`config.mk`:
```
export PLATFORM = sky130hd
export DESIGN_NAME = rv_idu
export DESIGN_NICKNAME = d
export VERILOG_FILES = /design/src/hw/rv_idu_pkg.sv /design/src/hw/rv_ctrl_decode.sv /design/src/hw/rv_idu.sv /design/src/hw/rv_imm_gen.sv
export VERILOG_INCLUDE_DIRS = /design/src /design/src/hw
export SDC_FILE = /design/constraint.sdc
export NUM_CORES = 1
export LEC_CHECK = 0
export BUFFER_PORTS_ARGS = -buffer_cell sky130_fd_sc_hd__buf_2
export CORE_ASPECT_RATIO = 1.2
export CORE_UTILIZATION = 52
export CTS_BUF_LIST = sky130_fd_sc_hd__clkbuf_16
export DETAILED_ROUTE_END_ITERATION = 10
export PLACE_DENSITY = 0.78
export SETUP_SLACK_MARGIN = 0.5
export SYNTH_ARGS = -nofsm -noshare
export SYNTH_HDL_FRONTEND = slang
export SYNTH_SLANG_ARGS = --single-unit
```
`constraint.sdc`:
```
create_clock -name i_clk -period 1.5 [get_ports i_clk]
set_input_delay 0.15 -clock i_clk [delete_from_list [all_inputs] [get_ports i_clk]]
set_output_delay 0.15 -clock i_clk [all_outputs]
set_load 0.005 [all_outputs]
```
`src/hw/rv_idu_settings.svh`:
```
`ifndef RV_IDU_SETTINGS_SVH
`define RV_IDU_SETTINGS_SVH

// Datapath and field widths
`define RV_XLEN   32
`define RV_REG_AW 5
`define RV_CSR_AW 12

// funct7 of base and alternate (SUB, SRA) forms
`define RV_FUNCT7_STD 7'h00
`define RV_FUNCT7_ALT 7'h20

// inst[31:20] of the privileged system instructions
`define RV_SYS_ECALL  12'h000
`define RV_SYS_EBREAK 12'h001
`define RV_SYS_MRET   12'h302

`endif

```
`src/hw/rv_idu_pkg.sv`:
```
package rv_idu_pkg;

  typedef enum logic [6:0] {
    OPC_LOAD   = 7'b0000011,
    OPC_OP_IMM = 7'b0010011,
    OPC_AUIPC  = 7'b0010111,
    OPC_STORE  = 7'b0100011,
    OPC_OP     = 7'b0110011,
    OPC_LUI    = 7'b0110111,
    OPC_BRANCH = 7'b1100011,
    OPC_JALR   = 7'b1100111,
    OPC_JAL    = 7'b1101111,
    OPC_SYSTEM = 7'b1110011
  } opcode_e;

  typedef enum logic [3:0] {
    ALU_ADD  = 4'd0,
    ALU_SUB  = 4'd1,
    ALU_SLL  = 4'd2,
    ALU_SLT  = 4'd3,
    ALU_SLTU = 4'd4,
    ALU_XOR  = 4'd5,
    ALU_SRL  = 4'd6,
    ALU_SRA  = 4'd7,
    ALU_OR   = 4'd8,
    ALU_AND  = 4'd9,
    ALU_LUI  = 4'd10  // Passes operand 2 through
  } alu_op_e;

  typedef enum logic [1:0] {
    SRC1_REG  = 2'b00,
    SRC1_PC   = 2'b01,
    SRC1_ZERO = 2'b10
  } src1_sel_e;

  typedef enum logic [1:0] {
    SRC2_REG  = 2'b00,
    SRC2_IMM  = 2'b01,
    SRC2_FOUR = 2'b10
  } src2_sel_e;

  // Same coding as funct3[1:0] of loads and stores
  typedef enum logic [1:0] {
    MEM_BYTE = 2'b00,
    MEM_HALF = 2'b01,
    MEM_WORD = 2'b10
  } mem_width_e;

  typedef enum logic [1:0] {
    CSR_NONE = 2'b00,
    CSR_RW   = 2'b01,
    CSR_RS   = 2'b10
  } csr_op_e;

  typedef enum logic [2:0] {
    IMM_NONE = 3'd0,
    IMM_I    = 3'd1,
    IMM_S    = 3'd2,
    IMM_B    = 3'd3,
    IMM_U    = 3'd4,
    IMM_J    = 3'd5
  } imm_fmt_e;

endpackage

```
`src/hw/rv_ctrl_decode.sv`:
```
`timescale 1ns/1ps
`include "rv_idu_settings.svh"

module rv_ctrl_decode (
  input  logic [`RV_XLEN-1:0]    i_inst,
  output rv_idu_pkg::alu_op_e    o_alu_op,
  output rv_idu_pkg::src1_sel_e  o_src1_sel,
  output rv_idu_pkg::src2_sel_e  o_src2_sel,
  output logic                   o_mem_en,
  output logic                   o_mem_we,
  output rv_idu_pkg::mem_width_e o_mem_width,
  output logic                   o_mem_unsigned,
  output logic                   o_reg_wen,
  output logic                   o_mem_to_reg,
  output logic                   o_jump,
  output logic                   o_jalr,
  output logic                   o_branch,
  output logic                   o_ecall,
  output logic                   o_ebreak,
  output logic                   o_mret,
  output logic                   o_csr_we,
  output rv_idu_pkg::csr_op_e    o_csr_op,
  output rv_idu_pkg::imm_fmt_e   o_imm_fmt,
  output logic                   o_illegal
);
  import rv_idu_pkg::*;

  opcode_e               opcode;
  logic [2:0]            funct3;
  logic [6:0]            funct7;
  logic [`RV_CSR_AW-1:0] sys_imm;
  logic                  rd_nz;

  assign opcode  = opcode_e'(i_inst[6:0]);
  assign funct3  = i_inst[14:12];
  assign funct7  = i_inst[31:25];
  assign sys_imm = i_inst[31:20];
  assign rd_nz   = |i_inst[11:7];  // CSR read to x0 writes nothing

  // Register-register and register-immediate ALU ops share one table
  function automatic alu_op_e alu_of(input logic [2:0] f3, input logic alt);
    alu_op_e op;
    case (f3)
      3'd0:    op = alt ? ALU_SUB : ALU_ADD;
      3'd1:    op = ALU_SLL;
      3'd2:    op = ALU_SLT;
      3'd3:    op = ALU_SLTU;
      3'd4:    op = ALU_XOR;
      3'd5:    op = alt ? ALU_SRA : ALU_SRL;
      3'd6:    op = ALU_OR;
      default: op = ALU_AND;
    endcase
    return op;
  endfunction

  // Illegal encodings of each opcode
  always_comb begin
    o_illegal = 1'b0;
    case (opcode)
      OPC_LOAD:   o_illegal = funct3 inside {3'd3, 3'd6, 3'd7};
      OPC_STORE:  o_illegal = funct3 > 3'd2;
      OPC_BRANCH: o_illegal = funct3 inside {3'd2, 3'd3};
      OPC_OP: begin
        o_illegal = !((funct7 == `RV_FUNCT7_STD) ||
                      ((funct7 == `RV_FUNCT7_ALT) && (funct3 inside {3'd0, 3'd5})));
      end
      OPC_SYSTEM: begin
        case (funct3)
          3'd0: begin
            o_illegal = !(sys_imm inside {`RV_SYS_ECALL, `RV_SYS_EBREAK, `RV_SYS_MRET});
          end
          3'd1,
          3'd2:    o_illegal = 1'b0;  // CSRRW, CSRRS
          default: o_illegal = 1'b1;
        endcase
      end
      OPC_OP_IMM,
      OPC_AUIPC,
      OPC_LUI,
      OPC_JAL,
      OPC_JALR:   o_illegal = 1'b0;
      default:    o_illegal = 1'b1;
    endcase
  end

  always_comb begin
    // Neutral defaults that each opcode overrides
    o_alu_op       = ALU_ADD;
    o_src1_sel     = SRC1_REG;
    o_src2_sel     = SRC2_REG;
    o_mem_en       = 1'b0;
    o_mem_we       = 1'b0;
    o_mem_width    = MEM_WORD;
    o_mem_unsigned = 1'b0;
    o_reg_wen      = 1'b0;
    o_mem_to_reg   = 1'b0;
    o_jump         = 1'b0;
    o_jalr         = 1'b0;
    o_branch       = 1'b0;
    o_ecall        = 1'b0;
    o_ebreak       = 1'b0;
    o_mret         = 1'b0;
    o_csr_we       = 1'b0;
    o_csr_op       = CSR_NONE;
    o_imm_fmt      = IMM_NONE;

    if (!o_illegal) begin
      case (opcode)
        OPC_LOAD: begin
          o_mem_en       = 1'b1;
          o_reg_wen      = 1'b1;
          o_mem_to_reg   = 1'b1;
          o_src2_sel     = SRC2_IMM;
          o_mem_width    = mem_width_e'(funct3[1:0]);
          o_mem_unsigned = funct3[2];  // LBU, LHU
          o_imm_fmt      = IMM_I;
        end
        OPC_STORE: begin
          o_mem_en    = 1'b1;
          o_mem_we    = 1'b1;
          o_src2_sel  = SRC2_IMM;
          o_mem_width = mem_width_e'(funct3[1:0]);
          o_imm_fmt   = IMM_S;
        end
        OPC_OP_IMM: begin
          o_reg_wen  = 1'b1;
          o_src2_sel = SRC2_IMM;
          o_alu_op   = alu_of(funct3, (funct3 == 3'd5) && i_inst[30]);  // No SUBI
          o_imm_fmt  = IMM_I;
        end
        OPC_OP: begin
          o_reg_wen = 1'b1;
          o_alu_op  = alu_of(funct3, i_inst[30]);
        end
        OPC_BRANCH: begin
          o_branch  = 1'b1;
          o_imm_fmt = IMM_B;
          case (funct3[2:1])
            2'b10:   o_alu_op = ALU_SLT;   // BLT, BGE
            2'b11:   o_alu_op = ALU_SLTU;  // BLTU, BGEU
            default: o_alu_op = ALU_SUB;   // BEQ, BNE
          endcase
        end
        OPC_JAL: begin
          o_reg_wen  = 1'b1;
          o_jump     = 1'b1;
          o_src1_sel = SRC1_PC;
          o_src2_sel = SRC2_IMM;
          o_imm_fmt  = IMM_J;
        end
        OPC_JALR: begin
          o_reg_wen  = 1'b1;
          o_jump     = 1'b1;
          o_jalr     = 1'b1;
          o_src2_sel = SRC2_IMM;
          o_imm_fmt  = IMM_I;
        end
        OPC_AUIPC: begin
          o_reg_wen  = 1'b1;
          o_src1_sel = SRC1_PC;
          o_src2_sel = SRC2_IMM;
          o_imm_fmt  = IMM_U;
        end
        OPC_LUI: begin
          o_reg_wen  = 1'b1;
          o_alu_op   = ALU_LUI;
          o_src1_sel = SRC1_ZERO;
          o_src2_sel = SRC2_IMM;
          o_imm_fmt  = IMM_U;
        end
        OPC_SYSTEM: begin
          case (funct3)
            3'd0: begin
              o_ecall  = (sys_imm == `RV_SYS_ECALL);
              o_ebreak = (sys_imm == `RV_SYS_EBREAK);
              o_mret   = (sys_imm == `RV_SYS_MRET);
            end
            3'd1: begin
              o_csr_we  = 1'b1;
              o_csr_op  = CSR_RW;
              o_reg_wen = rd_nz;
            end
            default: begin
              o_csr_we  = 1'b1;
              o_csr_op  = CSR_RS;
              o_reg_wen = rd_nz;
            end
          endcase
        end
        default: ;
      endcase
    end
  end

endmodule

```
`src/hw/rv_idu.sv`:
```
`timescale 1ns/1ps
`include "rv_idu_settings.svh"

module rv_idu (
  input  logic                   i_clk,
  input  logic                   i_arst_n,
  input  logic                   i_valid,
  input  logic [`RV_XLEN-1:0]    i_inst,
  output logic                   o_valid,
  output logic [`RV_REG_AW-1:0]  o_rs1_addr,
  output logic [`RV_REG_AW-1:0]  o_rs2_addr,
  output logic [`RV_REG_AW-1:0]  o_rd_addr,
  output logic [2:0]             o_funct3,
  output logic [`RV_CSR_AW-1:0]  o_csr_addr,
  output logic [`RV_XLEN-1:0]    o_imm,
  output rv_idu_pkg::alu_op_e    o_alu_op,
  output rv_idu_pkg::src1_sel_e  o_src1_sel,
  output rv_idu_pkg::src2_sel_e  o_src2_sel,
  output logic                   o_mem_en,
  output logic                   o_mem_we,
  output rv_idu_pkg::mem_width_e o_mem_width,
  output logic                   o_mem_unsigned,
  output logic                   o_reg_wen,
  output logic                   o_mem_to_reg,
  output logic                   o_jump,
  output logic                   o_jalr,
  output logic                   o_branch,
  output logic                   o_ecall,
  output logic                   o_ebreak,
  output logic                   o_mret,
  output logic                   o_csr_we,
  output rv_idu_pkg::csr_op_e    o_csr_op,
  output logic                   o_illegal
);
  import rv_idu_pkg::*;

  alu_op_e             dec_alu_op;
  src1_sel_e           dec_src1_sel;
  src2_sel_e           dec_src2_sel;
  mem_width_e          dec_mem_width;
  csr_op_e             dec_csr_op;
  imm_fmt_e            imm_fmt;
  logic [`RV_XLEN-1:0] imm;
  logic                dec_mem_en;
  logic                dec_mem_we;
  logic                dec_mem_unsigned;
  logic                dec_reg_wen;
  logic                dec_mem_to_reg;
  logic                dec_jump;
  logic                dec_jalr;
  logic                dec_branch;
  logic                dec_ecall;
  logic                dec_ebreak;
  logic                dec_mret;
  logic                dec_csr_we;
  logic                dec_illegal;

  rv_ctrl_decode u_ctrl_decode (
    .i_inst        (i_inst),
    .o_alu_op      (dec_alu_op),
    .o_src1_sel    (dec_src1_sel),
    .o_src2_sel    (dec_src2_sel),
    .o_mem_en      (dec_mem_en),
    .o_mem_we      (dec_mem_we),
    .o_mem_width   (dec_mem_width),
    .o_mem_unsigned(dec_mem_unsigned),
    .o_reg_wen     (dec_reg_wen),
    .o_mem_to_reg  (dec_mem_to_reg),
    .o_jump        (dec_jump),
    .o_jalr        (dec_jalr),
    .o_branch      (dec_branch),
    .o_ecall       (dec_ecall),
    .o_ebreak      (dec_ebreak),
    .o_mret        (dec_mret),
    .o_csr_we      (dec_csr_we),
    .o_csr_op      (dec_csr_op),
    .o_imm_fmt     (imm_fmt),
    .o_illegal     (dec_illegal)
  );

  rv_imm_gen u_imm_gen (
    .i_inst(i_inst),
    .i_fmt (imm_fmt),
    .o_imm (imm)
  );

  always_ff @(posedge i_clk or negedge i_arst_n) begin
    if (!i_arst_n) begin
      o_valid        <= 1'b0;
      o_imm          <= '0;
      o_alu_op       <= ALU_ADD;
      o_src1_sel     <= SRC1_REG;
      o_src2_sel     <= SRC2_REG;
      o_mem_en       <= 1'b0;
      o_mem_we       <= 1'b0;
      o_mem_width    <= MEM_WORD;
      o_mem_unsigned <= 1'b0;
      o_reg_wen      <= 1'b0;
      o_mem_to_reg   <= 1'b0;
      o_jump         <= 1'b0;
      o_jalr         <= 1'b0;
      o_branch       <= 1'b0;
      o_ecall        <= 1'b0;
      o_ebreak       <= 1'b0;
      o_mret         <= 1'b0;
      o_csr_we       <= 1'b0;
      o_csr_op       <= CSR_NONE;
      o_illegal      <= 1'b0;
    end else begin
      o_valid <= i_valid;
      if (i_valid) begin  // Hold last decode on idle cycles
        o_imm          <= imm;
        o_alu_op       <= dec_alu_op;
        o_src1_sel     <= dec_src1_sel;
        o_src2_sel     <= dec_src2_sel;
        o_mem_en       <= dec_mem_en;
        o_mem_we       <= dec_mem_we;
        o_mem_width    <= dec_mem_width;
        o_mem_unsigned <= dec_mem_unsigned;
        o_reg_wen      <= dec_reg_wen;
        o_mem_to_reg   <= dec_mem_to_reg;
        o_jump         <= dec_jump;
        o_jalr         <= dec_jalr;
        o_branch       <= dec_branch;
        o_ecall        <= dec_ecall;
        o_ebreak       <= dec_ebreak;
        o_mret         <= dec_mret;
        o_csr_we       <= dec_csr_we;
        o_csr_op       <= dec_csr_op;
        o_illegal      <= dec_illegal;
      end
    end
  end

  // Raw instruction fields
  always_ff @(posedge i_clk) begin
    if (i_valid) begin
      o_rs1_addr <= i_inst[19:15];
      o_rs2_addr <= i_inst[24:20];
      o_rd_addr  <= i_inst[11:7];
      o_funct3   <= i_inst[14:12];
      o_csr_addr <= i_inst[31:20];
    end
  end

  a_we_needs_en: assert property (@(posedge i_clk) disable iff (!i_arst_n)
    o_mem_we |-> o_mem_en);

  a_one_flow_change: assert property (@(posedge i_clk) disable iff (!i_arst_n)
    $onehot0({o_jump, o_branch, o_ecall, o_ebreak, o_mret}));

  a_illegal_quiet: assert property (@(posedge i_clk) disable iff (!i_arst_n)
    o_illegal |-> !(o_reg_wen || o_mem_en || o_csr_we));

endmodule

```
`src/hw/rv_imm_gen.sv`:
```
`timescale 1ns/1ps
`include "rv_idu_settings.svh"

module rv_imm_gen (
  input  logic [`RV_XLEN-1:0] i_inst,
  input  rv_idu_pkg::imm_fmt_e i_fmt,
  output logic [`RV_XLEN-1:0] o_imm
);
  import rv_idu_pkg::*;

  logic [`RV_XLEN-1:0] imm_i;
  logic [`RV_XLEN-1:0] imm_s;
  logic [`RV_XLEN-1:0] imm_b;
  logic [`RV_XLEN-1:0] imm_u;
  logic [`RV_XLEN-1:0] imm_j;

  assign imm_i = {{20{i_inst[31]}}, i_inst[31:20]};
  assign imm_s = {{20{i_inst[31]}}, i_inst[31:25], i_inst[11:7]};
  assign imm_b = {{20{i_inst[31]}}, i_inst[7], i_inst[30:25], i_inst[11:8], 1'b0};
  assign imm_u = {i_inst[31:12], 12'b0};  // No extension needed
  assign imm_j = {{12{i_inst[31]}}, i_inst[19:12], i_inst[20], i_inst[30:21], 1'b0};

  always_comb begin
    case (i_fmt)
      IMM_I:   o_imm = imm_i;
      IMM_S:   o_imm = imm_s;
      IMM_B:   o_imm = imm_b;
      IMM_U:   o_imm = imm_u;
      IMM_J:   o_imm = imm_j;
      default: o_imm = '0;  // R-type, system, illegal
    endcase
  end

endmodule

```
# Word level (Yosys, flattened, before mapping)
# Index checks and enable logic that the tools add are counted.
[totals] regBits=88 output_inout_bits=88
[classes] magnitude_cmp=1 n_eq_ne=27 muxes=52 n_reduce_logical=22
[op_table] operator="32-bit one-hot mux with 5 select lines" count=1
[op_table] operator="4-bit one-hot mux with 7 select lines" count=2
[op_table] operator="1-bit 2-to-1 mux" count=33
[op_table] operator="7-bit by 6-bit == test with 1-bit output, second input constant" count=4
[op_table] operator="7-bit == test, second input constant" count=4
[op_table] operator="3-bit == test, second input constant" count=6
[op_table] operator="4-bit one-hot mux with 4 select lines" count=1
[op_table] operator="3-bit one-hot mux with 5 select lines" count=1
[op_table] operator="7-bit by 5-bit == test with 1-bit output, second input constant" count=2
[op_table] operator="7-bit OR reduction" count=2
[op_table] operator="12-bit by 1-bit == test with 1-bit output, second input constant" count=1
[op_table] operator="12-bit by 10-bit == test with 1-bit output, second input constant" count=1
[op_table] operator="3-bit by 2-bit == test with 1-bit output, second input constant" count=4
[op_table] operator="12-bit zero test" count=1
[op_table] operator="2-bit 2-to-1 mux" count=6
[op_table] operator="2-bit OR reduction" count=5
[op_table] operator="5-bit OR reduction" count=2
[op_table] operator="2-bit one-hot mux with 2 select lines" count=2
[op_table] operator="7-bit by 2-bit == test with 1-bit output, second input constant" count=1
[op_table] operator="7-bit zero test" count=1
[op_table] operator="3-bit by 1-bit == test with 1-bit output, second input constant" count=2
[op_table] operator="1-bit one-hot mux with 6 select lines" count=1
[op_table] operator="3-bit one-hot mux with 2 select lines" count=1
[op_table] operator="3-bit nonzero test" count=2
[op_table] operator="other kinds (11)" count=16

# Logic depth before layout (Yosys ltp)
# Gate-level depths: netlist (run 1).
[depth] depth_word=9 ltp_mapped=9

# Cells and area by module
# Synthesis (run 1) repeated with hierarchy kept, for this count alone.
[hier_totals] hier_cells=335 hier_area_um2=4126.5
[modules_own_cells] mod="rv_idu" n_inst=1 cells_per_inst=151 area_each_um2=3050.4
[modules_own_cells] mod="rv_ctrl_decode" n_inst=1 cells_per_inst=118 area_each_um2=685.7
[modules_own_cells] mod="rv_imm_gen" n_inst=1 cells_per_inst=66 area_each_um2=390.4

# Worst setup path before layout (run 1)
# No wires, ideal clock.
[synth_path] path_kind="input to register" start="input port i_inst[3]" end="register o_alu_op[1]" arrival_ps=1549 path_slack_ps=-170 cell_stages=8 path_buffers=3 cell_sequence="buf_2 -> nand4bb_1 -> buf_4 -> or2_4 -> o31ai_4 -> or2_4 -> buf_12 -> o2bb2ai_2"
[synth_between] elab_chain_cells=4
[synth_rtl] item="from (decl)" line_no="rv_idu.sv:8" source="input logic [`RV_XLEN-1:0] i_inst,"
[synth_rtl] item="7-bit == test (tied with other cells)" line_no="rv_ctrl_decode.sv:59" source="case (opcode)"
[synth_rtl] item="5-bit OR reduction" line_no="rv_ctrl_decode.sv:59"
[synth_rtl] item="1-bit one-hot mux with 6 select lines" line_no="rv_ctrl_decode.sv:59"
[synth_rtl] item="4-bit 2-to-1 mux *" line_no="rv_ctrl_decode.sv:107" source="if (!o_illegal) begin"
[synth_rtl] item="to (signal assigned)" line_no="rv_idu.sv:113" source="o_alu_op <= dec_alu_op;"
[synth_rtl] item="to (decl)" line_no="rv_idu.sv:16" source="output rv_idu_pkg::alu_op_e o_alu_op,"
# Every way passes the cells marked *; elsewhere a longest branch is shown, timed or not.
# A chain may end at the register's enable or synchronous reset.

# Final worst setup path (run 1)
[layout_path] start="input port i_inst[4]" end="register o_imm[11]"
[layout_between] elab_chain_cells=6
[layout_rtl] item="7-bit == test (tied with other cells)" line_no="rv_ctrl_decode.sv:59, rv_ctrl_decode.sv:108"
[layout_rtl] item="5-bit OR reduction (tied with other cells)" line_no="rv_ctrl_decode.sv:59"
[layout_rtl] item="1-bit one-hot mux with 6 select lines or 3-bit one-hot mux with 5 select lines (tied branches)" line_no="rv_ctrl_decode.sv:59, rv_ctrl_decode.sv:108"
[layout_rtl] item="3-bit 2-to-1 mux *" line_no="rv_ctrl_decode.sv:107"
[layout_rtl] item="3-bit == test (tied with other cells)" line_no="rv_imm_gen.sv:24" source="case (i_fmt)"
[layout_rtl] item="32-bit one-hot mux with 5 select lines *" line_no="rv_imm_gen.sv:24"
[layout_rtl] item="to (signal assigned)" line_no="rv_idu.sv:112" source="o_imm <= imm;"
[layout_rtl] item="to (decl)" line_no="rv_idu.sv:15" source="output logic [`RV_XLEN-1:0] o_imm,"
# Marked as above.

==> results.rst, run 1 <==
.. list-table::
   :header-rows: 1

   * - Metric
     - Value
   * - Post-synth cell types
     - 62
   * - Number of antenna violations at the first check in global routing
     - 0
   * - H-tree Lvls
     - 3
   * - Initial core utilization
     - 53.7%
   * - Wire length of the first global-routing pass
     - 17500 um
   * - Cell count of the worst reg-to-reg path
     - 2
   * - Largest vdd supply drop
     - 0.701 mV
   * - Final critical delay including setup and external delays
     - 1510 ps
   * - Ys flop type
     - sky130_fd_sc_hd__dfrtp_1
   * - Largest registers ranked by flip-flop count
     - o_imm: 32 flops, o_csr_addr: 8 flops
   * - Dominant cell type by area after synthesis
     - sky130_fd_sc_hd__dfrtp_1
   * - Tot GR Track Use
     - 32.0%
   * - Wire per inst
     - 21.8 um
   * - Number of buffers created by CTS
     - 9
   * - Required time of the critical path
     - 1720 ps
   * - Detailed-route via count
     - 3922
   * - Quantity of I/O buffers inserted on ports
     - 121
   * - Clk_lat worst skew
     - 340 ps
   * - DIE WIDTH
     - 78.8 um
   * - Violations in the final reports
     - setup timing
   * - Critical Setup Path Class
     - in2reg
   * - Final Hold Viols
     - 0
   * - Post-synthesis net count
     - 333
   * - Placed Instances
     - 554
   * - Clk root buf
     - sky130_fd_sc_hd__clkbuf_16
   * - Capturing element type of the critical path
     - flip-flop
   * - Worst slew margin relative to its limit
     - 51.3%
   * - Top-area cell type share of the netlist area
     - 38.1%
   * - Layout overhead on the synthesized area
     - 60.3%
   * - Share of cells above drive strength 1
     - 59.2%
   * - Total Die Area
     - 7420 um^2
   * - TritonCTS clock tree
     - done
   * - IO Count
     - 123
   * - Largest register by flop count
     - o_imm
   * - Via count of the first global-routing pass
     - 3540
   * - Worst hold path class
     - in2reg
   * - Lkg Pwr
     - 2.94 nW
   * - DR iter-0 viols
     - 553
   * - HPWL reported at the end of detailed placement
     - 7100 um
   * - Share of synthesized area occupied by flip-flops and latches
     - 59.2%
   * - Power density over the cells
     - 903 nW/um^2
   * - Final worst-path setup slack
     - -6.83 ps
   * - Outcome
     - finished, violations left
   * - Synthesized cell area
     - 3680 um^2
   * - Max Buffers Root-to-Sink
     - 2
   * - # rows
     - 33
   * - Maximum capacitance violations
     - 0
   * - Detailed Routing Iterations Pass 1
     - 5
   * - Clk sink count
     - 82
   * - Number of flops mapped to enable cells by yosys
     - 25
   * - Count of nets after finishing
     - 581
   * - Startpoint class of the critical path
     - input port
   * - Leading post-synthesis cells by cell area
     - sky130_fd_sc_hd__dfrtp_1 (38%), sky130_fd_sc_hd__edfxtp_1 (20%), sky130_fd_sc_hd__o2bb2ai_2 (4.1%)
   * - Die Y
     - 94.2 um
   * - Synth async-reset ratio
     - 69.5%
   * - Final cycle utilization of the critical path
     - 100%
   * - Post-synthesis sequential element count
     - 82
   * - Upper clock frequency limit
     - 664 MHz
   * - Routed vias/inst
     - 6.15
   * - Cells after synthesis
     - 298
   * - Ys Warns
     - 0
   * - GR Overflow Total
     - 0
   * - Crit path max fanout
     - 8
   * - Largest register FFs
     - 32
   * - Slew of the pin with the lowest slew margin
     - 713 ps
   * - Min-Delay Path Depth
     - 1
   * - Post-DRT Antenna Nets
     - 0
   * - Final Skew
     - 0 ps
   * - Final antenna diode count
     - 0
   * - Final routed wirelength across all metal layers
     - 13900 um
   * - Power after layout
     - 5.33 mW
   * - Pin count of the biggest net entering global routing
     - 34
   * - Register clock-pin slew on the reported worst setup and hold paths
     - 60 ps
   * - Mean area per synthesized cell
     - 12.4 um^2
   * - Signal arrival time at the worst endpoint
     - 1730 ps
   * - Number of pins with negative max-slew slack in the final report
     - 0
   * - Unrepaired setup endpoints after global routing
     - yes
   * - Post-route non-filler standard cell count
     - 638
   * - DRC violation count after routing
     - 0
   * - Number of setup violations in the final report
     - 1
   * - Core outline area
     - 6850 um^2
   * - Final Wtd Congestion
     - 0.945
[layout make-up]
type	instances	area, um^2
clock buffer	9	225
clock inverter	7	67.6
fill	320	953
inverter	10	37.5
multi-input combinational	180	1490
sequential	82	2180
tap	87	109
timing repair buffer	263	1790
[layer usage]
layer	vias up	part of all wire [%]	global-route usage (%)
met1	1937	36	36.7
met5	-	0	0
li1	1611	-	-
met3	70	8.5	6.80
met2	304	50	55.5
met4	0	5.6	17.1
[stage by stage]
step / hold WS (ps) / setup WS [ps] / area, um^2 / utilization [%] / setup TNS [ps]
3_5_place_dp: 189 / -523 / 4820 / 70.4 / -16810
5_1_grt: 16.4 / -37.9 / 5900 / 86.1 / -119
4_1_cts: 0.742 / 118 / 5610 / 81.8 / 0
2_1_floorplan: -146 / -113 / 3730 / - / -1770
6_report: 22.4 / -6.83 / 5900 / 86.1 / -6.83
3_3_place_gp: 180 / -456 / 4820 / 70.4 / -15180
[layout by cell type, fill, tap and decap left out, types with 3 or more instances in the layout]
cell type,count
sky130_fd_sc_hd__buf_4,124
sky130_fd_sc_hd__buf_2,115
sky130_fd_sc_hd__dfrtp_1,56
sky130_fd_sc_hd__edfxtp_1,25
sky130_fd_sc_hd__nor2_1,21
sky130_fd_sc_hd__nand2_1,20
sky130_fd_sc_hd__a22o_1,14
sky130_fd_sc_hd__buf_6,14
sky130_fd_sc_hd__o2bb2ai_2,12
sky130_fd_sc_hd__a221o_1,11
sky130_fd_sc_hd__a21oi_2,10
sky130_fd_sc_hd__clkbuf_16,9
sky130_fd_sc_hd__inv_1,8
sky130_fd_sc_hd__nor3_1,8
sky130_fd_sc_hd__a21oi_1,6
sky130_fd_sc_hd__dlygate4sd3_1,6
sky130_fd_sc_hd__a22oi_1,5
sky130_fd_sc_hd__nand3_1,5
sky130_fd_sc_hd__o21ai_0,5
sky130_fd_sc_hd__nor2_2,4
sky130_fd_sc_hd__nor4_4,3
sky130_fd_sc_hd__a31oi_1,3
sky130_fd_sc_hd__a21o_1,3
[power breakdown]
group	switching [mW]	internal (mW)	total [mW]
Sequential	0.0326	2.39	2.43
Clock	0.906	1.29	2.19
Combinational	0.398	0.311	0.708
[synthesized netlist by cell type (3+ instances only)]
cell,n
sky130_fd_sc_hd__a21o_1,3
sky130_fd_sc_hd__a21oi_1,15
sky130_fd_sc_hd__a221o_1,11
sky130_fd_sc_hd__a22o_1,14
sky130_fd_sc_hd__a22oi_1,5
sky130_fd_sc_hd__a31oi_1,5
sky130_fd_sc_hd__buf_2,6
sky130_fd_sc_hd__buf_4,7
sky130_fd_sc_hd__buf_6,3
sky130_fd_sc_hd__clkbuf_1,8
sky130_fd_sc_hd__dfrtp_1,56
sky130_fd_sc_hd__edfxtp_1,25
sky130_fd_sc_hd__inv_1,8
sky130_fd_sc_hd__nand2_1,20
sky130_fd_sc_hd__nand3_1,7
sky130_fd_sc_hd__nor2_1,25
sky130_fd_sc_hd__nor3_1,10
sky130_fd_sc_hd__nor4_1,3
sky130_fd_sc_hd__o21ai_0,7
sky130_fd_sc_hd__o2bb2ai_1,4
sky130_fd_sc_hd__o2bb2ai_2,10
[cells by family after synthesis]
family | after synthesis | synth area share, %
flops | 82 | 59.2
mux | 1 | 0.306
simple gates | 82 | 11.7
buf+inv | 36 | 5.64
other cells | 1 | 0.102
xor+xnor | 1 | 0.238
compound gates | 95 | 22.8
[worst paths after layout]
path	slack, ps	start	to
worst max-delay path	-7	i_inst[4]	o_imm[11]
worst min-delay path	20	i_inst[7]	o_rd_addr[0]
worst max register to register	490	o_imm[25]	o_imm[25]
worst min register to register	490	o_mem_to_reg	o_mem_to_reg
max in group asynchronous	810	i_arst_n	o_ebreak
min in group asynchronous	370	i_arst_n	o_branch
[repair_timing]
item | CTS | global route
endpoints found under the hold margin | 59 | 2
hold buffers | 4 | 2
pin swaps | 16 | 9
gates cloned | 1 | 0
endpoints found under the setup margin | 100 | 133
resized for setup | 38 | 17
buffers inserted | 36 | 25
[critical path: stages]
cell and delay [ps]:
sky130_fd_sc_hd__buf_2 190, sky130_fd_sc_hd__and2b_1 240, sky130_fd_sc_hd__buf_4 150, sky130_fd_sc_hd__nand2_1 120, sky130_fd_sc_hd__a21boi_0 260, sky130_fd_sc_hd__o21ai_0 160
sky130_fd_sc_hd__a32oi_1 340, sky130_fd_sc_hd__o2bb2ai_2 100
Power figures use the tool's default switching activity.
==> inputs of run 2 (changes only) <==
--- a/config.mk
+++ b/config.mk
@@ -12,7 +12,7 @@
 export CTS_BUF_LIST = sky130_fd_sc_hd__clkbuf_16
 export DETAILED_ROUTE_END_ITERATION = 10
 export PLACE_DENSITY = 0.78
-export SETUP_SLACK_MARGIN = 0.5
+export SETUP_SLACK_MARGIN = 0.05
 export SYNTH_ARGS = -nofsm -noshare
 export SYNTH_HDL_FRONTEND = slang
 export SYNTH_SLANG_ARGS = --single-unit
==> run 2 against run 1 <==
  * The run still ends with setup timing left
  * Maximum frequency fell by 3.2%
  * Power rose by 0.68%
  * Sequential power barely moved
  * First-iteration DRC count fell by 67%
  * Clock skew did not move
==> results.rst, run 2 (same netlist as run 1, synthesis figures left out) <==
.. list-table::
   :header-rows: 1

   * - Metric
     - Value
   * - Outcome
     - finished, violations left (unchanged)
   * - Violations in the final reports
     - setup timing (unchanged)
   * - Crit path max fanout
     - 4 (was 8)
   * - Startpoint class of the critical path
     - input port (unchanged)
   * - Final routed wirelength across all metal layers
     - 10700 um (was 13900 um)
   * - Wire length of the first global-routing pass
     - 16400 um (was 17500 um)
   * - Capturing element type of the critical path
     - flip-flop (unchanged)
   * - Worst slew margin relative to its limit
     - 49.5% (was 51.3%)
   * - Final Skew
     - 0 ps (unchanged)
   * - Share of cells above drive strength 1
     - 51.9% (was 59.2%)
   * - Lkg Pwr
     - 2.60 nW (was 2.94 nW)
   * - Clk root buf
     - sky130_fd_sc_hd__clkbuf_16 (unchanged)
   * - Upper clock frequency limit
     - 642 MHz (was 664 MHz)
   * - Critical Setup Path Class
     - in2reg (unchanged)
   * - Top library cells by usage in the layout, fill and taps aside
     - sky130_fd_sc_hd__buf_2 (117), sky130_fd_sc_hd__buf_4 (74), sky130_fd_sc_hd__dfrtp_1 (56), sky130_fd_sc_hd__edfxtp_1 (25), sky130_fd_sc_hd__nor2_1 (23) (was sky130_fd_sc_hd__buf_4 (124), sky130_fd_sc_hd__buf_2 (115), sky130_fd_sc_hd__dfrtp_1 (56), sky130_fd_sc_hd__edfxtp_1 (25), sky130_fd_sc_hd__nor2_1 (21))
   * - Detailed Routing Iterations Pass 1
     - 8 (was 5)
   * - Final cycle utilization of the critical path
     - 104% (was 100%)
   * - Detailed-route via count
     - 3280 (was 3922)
   * - Number of antenna violations at the first check in global routing
     - 0 (unchanged)
   * - Signal arrival time at the worst endpoint
     - 1810 ps (was 1730 ps)
   * - Largest register by flop count
     - o_imm (unchanged)
   * - Power density over the cells
     - 990 nW/um^2 (was 903 nW/um^2)
   * - Quantity of I/O buffers inserted on ports
     - 121 (unchanged)
   * - Largest register FFs
     - 32 (unchanged)
   * - Tot GR Track Use
     - 29.5% (was 32.0%)
   * - Max Buffers Root-to-Sink
     - 2 (unchanged)
   * - Final Hold Viols
     - 0 (unchanged)
   * - Via count of the first global-routing pass
     - 3280 (was 3540)
   * - Pin count of the biggest net entering global routing
     - 46 (was 34)
   * - Clk sink count
     - 82 (unchanged)
   * - Number of pins with negative max-slew slack in the final report
     - 0 (unchanged)
   * - H-tree Lvls
     - 3 (unchanged)
   * - Post-DRT Antenna Nets
     - 0 (unchanged)
   * - Slew of the pin with the lowest slew margin
     - 754 ps (was 713 ps)
   * - Worst hold path class
     - in2reg (unchanged)
   * - TritonCTS clock tree
     - done (unchanged)
   * - DRC violation count after routing
     - 0 (unchanged)
   * - Total Die Area
     - 7420 um^2 (unchanged)
   * - HPWL reported at the end of detailed placement
     - 7460 um (was 7100 um)
   * - IO Count
     - 123 (unchanged)
   * - Number of buffers created by CTS
     - 9 (unchanged)
   * - Largest vdd supply drop
     - 0.919 mV (was 0.701 mV)
   * - Clk_lat worst skew
     - 330 ps (was 340 ps)
   * - Initial core utilization
     - 53.7% (unchanged)
   * - Setup TNS
     - -344 ps (was -6.83 ps)
   * - Final antenna diode count
     - 0 (unchanged)
   * - Final critical delay including setup and external delays
     - 1560 ps (was 1510 ps)
   * - Die Y
     - 94.2 um (unchanged)
   * - Final Wtd Congestion
     - 0.875 (was 0.945)
   * - Worst hold slack
     - 5.85 ps (was 22.4 ps)
   * - Routed vias/inst
     - 5.69 (was 6.15)
   * - Wire per inst
     - 18.6 um (was 21.8 um)
   * - Largest registers ranked by flip-flop count
     - o_imm: 32 flops, o_csr_addr: 8 flops (unchanged)
   * - GR Overflow Total
     - 0 (unchanged)
   * - # rows
     - 33 (unchanged)
   * - DIE WIDTH
     - 78.8 um (unchanged)
   * - Register clock-pin slew on the reported worst setup and hold paths
     - 60 ps (about the same)
   * - Most frequent standard cell in the layout excluding fill and tap cells
     - sky130_fd_sc_hd__buf_2 (was sky130_fd_sc_hd__buf_4)
   * - Maximum capacitance violations
     - 0 (unchanged)
   * - Unrepaired setup endpoints after global routing
     - yes (unchanged)
   * - Required time of the critical path
     - 1760 ps (was 1720 ps)
   * - Layout overhead on the synthesized area
     - 47.1% (was 60.3%)
   * - Final-layout fill cell count
     - 418 (was 320)
   * - Number of setup violations in the final report
     - 20 (was 1)
   * - Final worst-path setup slack
     - -57.2 ps (was -6.83 ps)
   * - Core outline area
     - 6850 um^2 (unchanged)
   * - DR iter-0 viols
     - 181 (was 553)
   * - Count of nets after finishing
     - 519 (was 581)
-- run 2: cell types whose count changed in the layout (fill, tap and decap cells not counted), sizes merged --
| cell | change |
|---|---|
| clkinvlp | -1 |
| buf | -58 |
| clkinv | -1 |
| clkbuf | +1 |
| bufinv | +1 |
| dlygate4sd3 | -5 |
| inv | +1 |
-- run 2: cell type report --
class / count / area [um^2] / share of cell area, %
clock buffers: 9 / 225 / 4.16
flip-flops and latches: 82 / 2180 / 40.2
inverters: 10 / 37.5 / 0.693
clock inverters: 7 / 93.8 / 1.73
well taps: 87 / 109 / 2.01
repair buffers: 201 / 1270 / 23.5
multi-input cells: 180 / 1500 / 27.7
-- run 2: worst max-delay path, cell delays in order --
cell	delay (ps)
sky130_fd_sc_hd__buf_8	100
sky130_fd_sc_hd__nor4_4	320
sky130_fd_sc_hd__buf_4	190
sky130_fd_sc_hd__nand2_1	100
sky130_fd_sc_hd__nor2_2	180
sky130_fd_sc_hd__o31ai_4	130
sky130_fd_sc_hd__or2_4	330
sky130_fd_sc_hd__o32a_1	300
-- run 2: report_power, final --
group	switching, mW	leakage (nW)	internal, mW
logic	0.340	1.41	0.262
registers	0.0269	1.02	2.39
clock network	0.884	0.163	1.46
-- run 2: path summary, 6_finish.rpt --
| path | start | endpoint | slack [ps] | cells past startpoint |
|---|---|---|---|---|
| min reg2reg | o_ecall | o_ecall | 490 | 1 |
| max | i_inst[27] | o_mem_width[1] | -60 | 8 |
| min in group asynchronous | i_arst_n | o_imm[31] | 370 | 3 |
| max reg2reg | o_imm[31] | o_imm[31] | 580 | 2 |
| max in group asynchronous | i_arst_n | o_mem_width[1] | 820 | 3 |
| min | i_inst[17] | o_rs1_addr[2] | 6 | 1 |
-- run 2: what timing repair did --
action,in CTS,in global routing
buffers inserted,5,0
endpoints found under the hold margin,56,0
gates resized for setup,19,20
pin swaps,9,8
setup endpoints to repair,47,50
cloned,0,0
hold buffers,1,0
-- run 2: per-layer routing --
metal	track usage, %	share of wire [%]	routed length, um
met5	0	0	0
met1	36.2	39	4210
met2	50.0	53	5640
met4	15.7	3.1	333
met3	4.47	5.2	556
-- run 2: per-stage QoR --
step	setup slack, ps	total power [mW]	util, %	cell area (um^2)	std cells
floorplan	-113	2.68	-	3720	298
global placement	-459	3.00	70.2	4810	554
detailed placement	-542	3.01	70.2	4810	554
CTS	-50.6	5.35	77.3	5300	576
global route	-116	5.55	79.0	5420	576
finish	-57.2	5.36	79.0	5420	576
==> inputs of run 3 (changes only) <==
--- a/config.mk
+++ b/config.mk
@@ -12,6 +12,7 @@
 export CTS_BUF_LIST = sky130_fd_sc_hd__clkbuf_16
 export DETAILED_ROUTE_END_ITERATION = 10
 export PLACE_DENSITY = 0.78
+export REMOVE_ABC_BUFFERS = 1
 export SETUP_SLACK_MARGIN = 0.05
 export SYNTH_ARGS = -nofsm -noshare
 export SYNTH_HDL_FRONTEND = slang
==> run 3 against run 2 <==
  * The flow still finishes with violations (setup timing)
  * Cell area shrank 0.92%
  * Register-to-register slack lost 30 ps
  * Critical path depth rose by 1
  * Die area did not move
  * Clock-buffer cell count did not move
  * Non-clock buffer count rose by 2
  * First-iteration DRC count is 37% higher
  * Routed wire length is 0.31% higher
  * Critical endpoint is now o_imm[13]
  * Largest cell class unchanged
  * Highest routed layer unchanged
==> results.rst, run 3 (same netlist as run 1, synthesis figures left out) <==
.. list-table::
   :header-rows: 1

   * - Metric
     - Value
   * - Lkg Pwr
     - 2.56 nW (was 2.60 nW)
   * - Setup TNS
     - -34.7 ps (was -344 ps)
   * - Outcome
     - finished, violations left (unchanged)
   * - Max Buffers Root-to-Sink
     - 2 (unchanged)
   * - Slowest cell on crit path
     - sky130_fd_sc_hd__nor4_4 (was sky130_fd_sc_hd__or2_4)
   * - Share of cells above drive strength 1
     - 52.3% (was 51.9%)
   * - Tot GR Track Use
     - 30.5% (was 29.5%)
   * - DR iter-0 viols
     - 248 (was 181)
   * - Wire length of the first global-routing pass
     - 16700 um (was 16400 um)
   * - Final cycle utilization of the critical path
     - 101% (was 104%)
   * - Detailed Routing Iterations Pass 1
     - 6 (was 8)
   * - Number of setup violations in the final report
     - 3 (was 20)
   * - HPWL reported at the end of detailed placement
     - 7370 um (was 7460 um)
   * - Required time of the critical path
     - 1770 ps (was 1760 ps)
   * - Top library cells by usage in the layout, fill and taps aside
     - sky130_fd_sc_hd__buf_2 (117), sky130_fd_sc_hd__buf_4 (70), sky130_fd_sc_hd__dfrtp_1 (56), sky130_fd_sc_hd__edfxtp_1 (25), sky130_fd_sc_hd__nor2_1 (23) (was sky130_fd_sc_hd__buf_2 (117), sky130_fd_sc_hd__buf_4 (74), sky130_fd_sc_hd__dfrtp_1 (56), sky130_fd_sc_hd__edfxtp_1 (25), sky130_fd_sc_hd__nor2_1 (23))
   * - TritonCTS clock tree
     - done (unchanged)
   * - Startpoint class of the critical path
     - input port (unchanged)
   * - Unrepaired setup endpoints after global routing
     - yes (unchanged)
   * - Final Wtd Congestion
     - 0.917 (was 0.875)
   * - Detailed-route via count
     - 3377 (was 3280)
   * - Maximum capacitance violations
     - 0 (unchanged)
   * - Power after layout
     - 5.29 mW (was 5.36 mW)
   * - Final Skew
     - 0 ps (unchanged)
   * - Violations in the final reports
     - setup timing (unchanged)
   * - Clk root buf
     - sky130_fd_sc_hd__clkbuf_16 (unchanged)
   * - Relative contribution of sequential cells to total power
     - 45.7% (was 45.1%)
   * - Signal arrival time at the worst endpoint
     - 1780 ps (was 1810 ps)
   * - Critical Setup Path Class
     - in2reg (unchanged)
   * - Post-route cell area
     - 5370 um^2 (was 5420 um^2)
   * - Final critical delay including setup and external delays
     - 1520 ps (was 1560 ps)
   * - Number of pins with negative max-slew slack in the final report
     - 0 (unchanged)
   * - Fraction of power spent switching nets
     - 24.7% (was 23.3%)
   * - Upper clock frequency limit
     - 658 MHz (was 642 MHz)
   * - Die Y
     - 94.2 um (unchanged)
   * - Post-DRT Antenna Nets
     - 0 (unchanged)
   * - Post-route non-filler standard cell count
     - 578 (was 576)
   * - Clk_lat worst skew
     - 340 ps (was 330 ps)
   * - Cell count of the worst reg-to-reg path
     - 2 (unchanged)
   * - DIE WIDTH
     - 78.8 um (unchanged)
   * - Number of buffers created by CTS
     - 9 (unchanged)
   * - Slowest stage delay, CP
     - 350 ps (was 330 ps)
   * - Dpl cell area
     - 4770 um^2 (was 4810 um^2)
   * - Switching component of the power
     - 1.31 mW (was 1.25 mW)
   * - Final routed wirelength across all metal layers
     - 10800 um (was 10700 um)
   * - Largest register by flop count
     - o_imm (unchanged)
   * - Register clock-pin slew on the reported worst setup and hold paths
     - 70 ps (was 60 ps)
   * - Power density over the cells
     - 987 nW/um^2 (was 990 nW/um^2)
   * - # rows
     - 33 (unchanged)
   * - Placed Instances
     - 551 (was 554)
   * - Layout overhead on the synthesized area
     - 45.8% (was 47.1%)
   * - Largest register FFs
     - 32 (unchanged)
   * - Final Hold Viols
     - 0 (unchanged)
   * - Via count of the first global-routing pass
     - 3279 (was 3280)
   * - Core outline area
     - 6850 um^2 (unchanged)
   * - DRC violation count after routing
     - 0 (unchanged)
   * - Pint
     - 3.99 mW (was 4.11 mW)
   * - Largest registers ranked by flip-flop count
     - o_imm: 32 flops, o_csr_addr: 8 flops (unchanged)
   * - Cells along the critical path
     - buf_8 > nor4_4 > nand3_1 > o21ai_2 > o211ai_2 > buf_6 > o31a_1 > buf_12 > a21oi_2 (was buf_8 > nor4_4 > buf_4 > nand2_1 > nor2_2 > o31ai_4 > or2_4 > o32a_1)
   * - Routed vias/inst
     - 5.84 (was 5.69)
   * - Comb power frac
     - 11.6% (was 11.2%)
   * - Number of antenna violations at the first check in global routing
     - 0 (unchanged)
   * - Min-Delay Path Depth
     - 1 (unchanged)
   * - Worst hold path class
     - in2reg (unchanged)
   * - Total Die Area
     - 7420 um^2 (unchanged)
   * - Clk network pwr share
     - 42.7% (was 43.7%)
   * - Crit path max fanout
     - 8 (was 4)
   * - Wire per inst
     - 18.6 um (about the same)
   * - GR Overflow Total
     - 0 (unchanged)
   * - Clk sink count
     - 82 (unchanged)
   * - Most frequent standard cell in the layout excluding fill and tap cells
     - sky130_fd_sc_hd__buf_2 (unchanged)
   * - Initial core utilization
     - 53.7% (unchanged)
   * - Final worst-path setup slack
     - -18.9 ps (was -57.2 ps)
   * - Capturing element type of the critical path
     - flip-flop (unchanged)
   * - Pin count of the biggest net entering global routing
     - 58 (was 46)
   * - H-tree Lvls
     - 3 (unchanged)
   * - Final antenna diode count
     - 0 (unchanged)
   * - DP Worst Slack
     - -533 ps (was -542 ps)
   * - IO Count
     - 123 (unchanged)
   * - Largest vdd supply drop
     - 0.806 mV (was 0.919 mV)
   * - Count of nets after finishing
     - 521 (was 519)
   * - Quantity of I/O buffers inserted on ports
     - 121 (unchanged)
## run 3: what timing repair did
action	in CTS	in global routing
pin swaps	6	9
hold endpoints to repair	60	1
setup buffers	4	2
resized for setup	18	18
setup endpoints to repair	44	37
hold buffers	5	1
## run 3: final cells by class
cell class,instances,area (um^2)
multi-input combinational,180,1420
sequential,82,2180
clock inverter,7,82.6
fill,437,1490
clock buffer,9,225
timing repair buffer,203,1320
tap,87,109
inverter,10,37.5
## run 3: routing by layer
metal | share of wire, % | track usage (%) | vias up
li1 | - | - | 1496
met3 | 7.3 | 7.18 | 26
met4 | 3.2 | 13.4 | 0
met5 | 0 | 0 | -
met2 | 51 | 51.4 | 192
met1 | 38 | 37.2 | 1663
## run 3: power by group through the flow
stage,Combinational (mW),Sequential (mW),Clock (mW)
after global placement,0.531,2.46,0
after floorplan,0.131,2.48,0
after CTS,0.589,2.42,2.28
final,0.616,2.42,2.26
after detailed placement,0.545,2.46,0
after global routing,0.663,2.42,2.37
## run 3: worst max-delay path: cells and delay by family
kind / cells / cell delay [ps]
AOI/OAI and AO/OA: 4 / 670
and+or+nand+nor: 2 / 530
buffers and inverters: 3 / 430
## run 3: worst paths after layout
path	end	startpoint	slack (ps)
setup / recovery	o_imm[13]	i_inst[27]	-20
hold / removal	o_rd_addr[1]	i_inst[8]	30
setup reg to reg	o_imm[31]	o_imm[31]	550
hold reg to reg	o_reg_wen	o_reg_wen	490
max in group asynchronous	o_mem_width[1]	i_arst_n	860
min in group asynchronous	o_imm[24]	i_arst_n	350
## run 3: metrics by stage
| step | util, % | hold WS, ps |
|---|---|---|
| after floorplan | - | -146 |
| after global placement | 69.6 | 176 |
| after detailed placement | 69.6 | 180 |
| after CTS | 76.9 | 1.98 |
| after global routing | 78.3 | 14.5 |
| final | 78.3 | 25.8 |
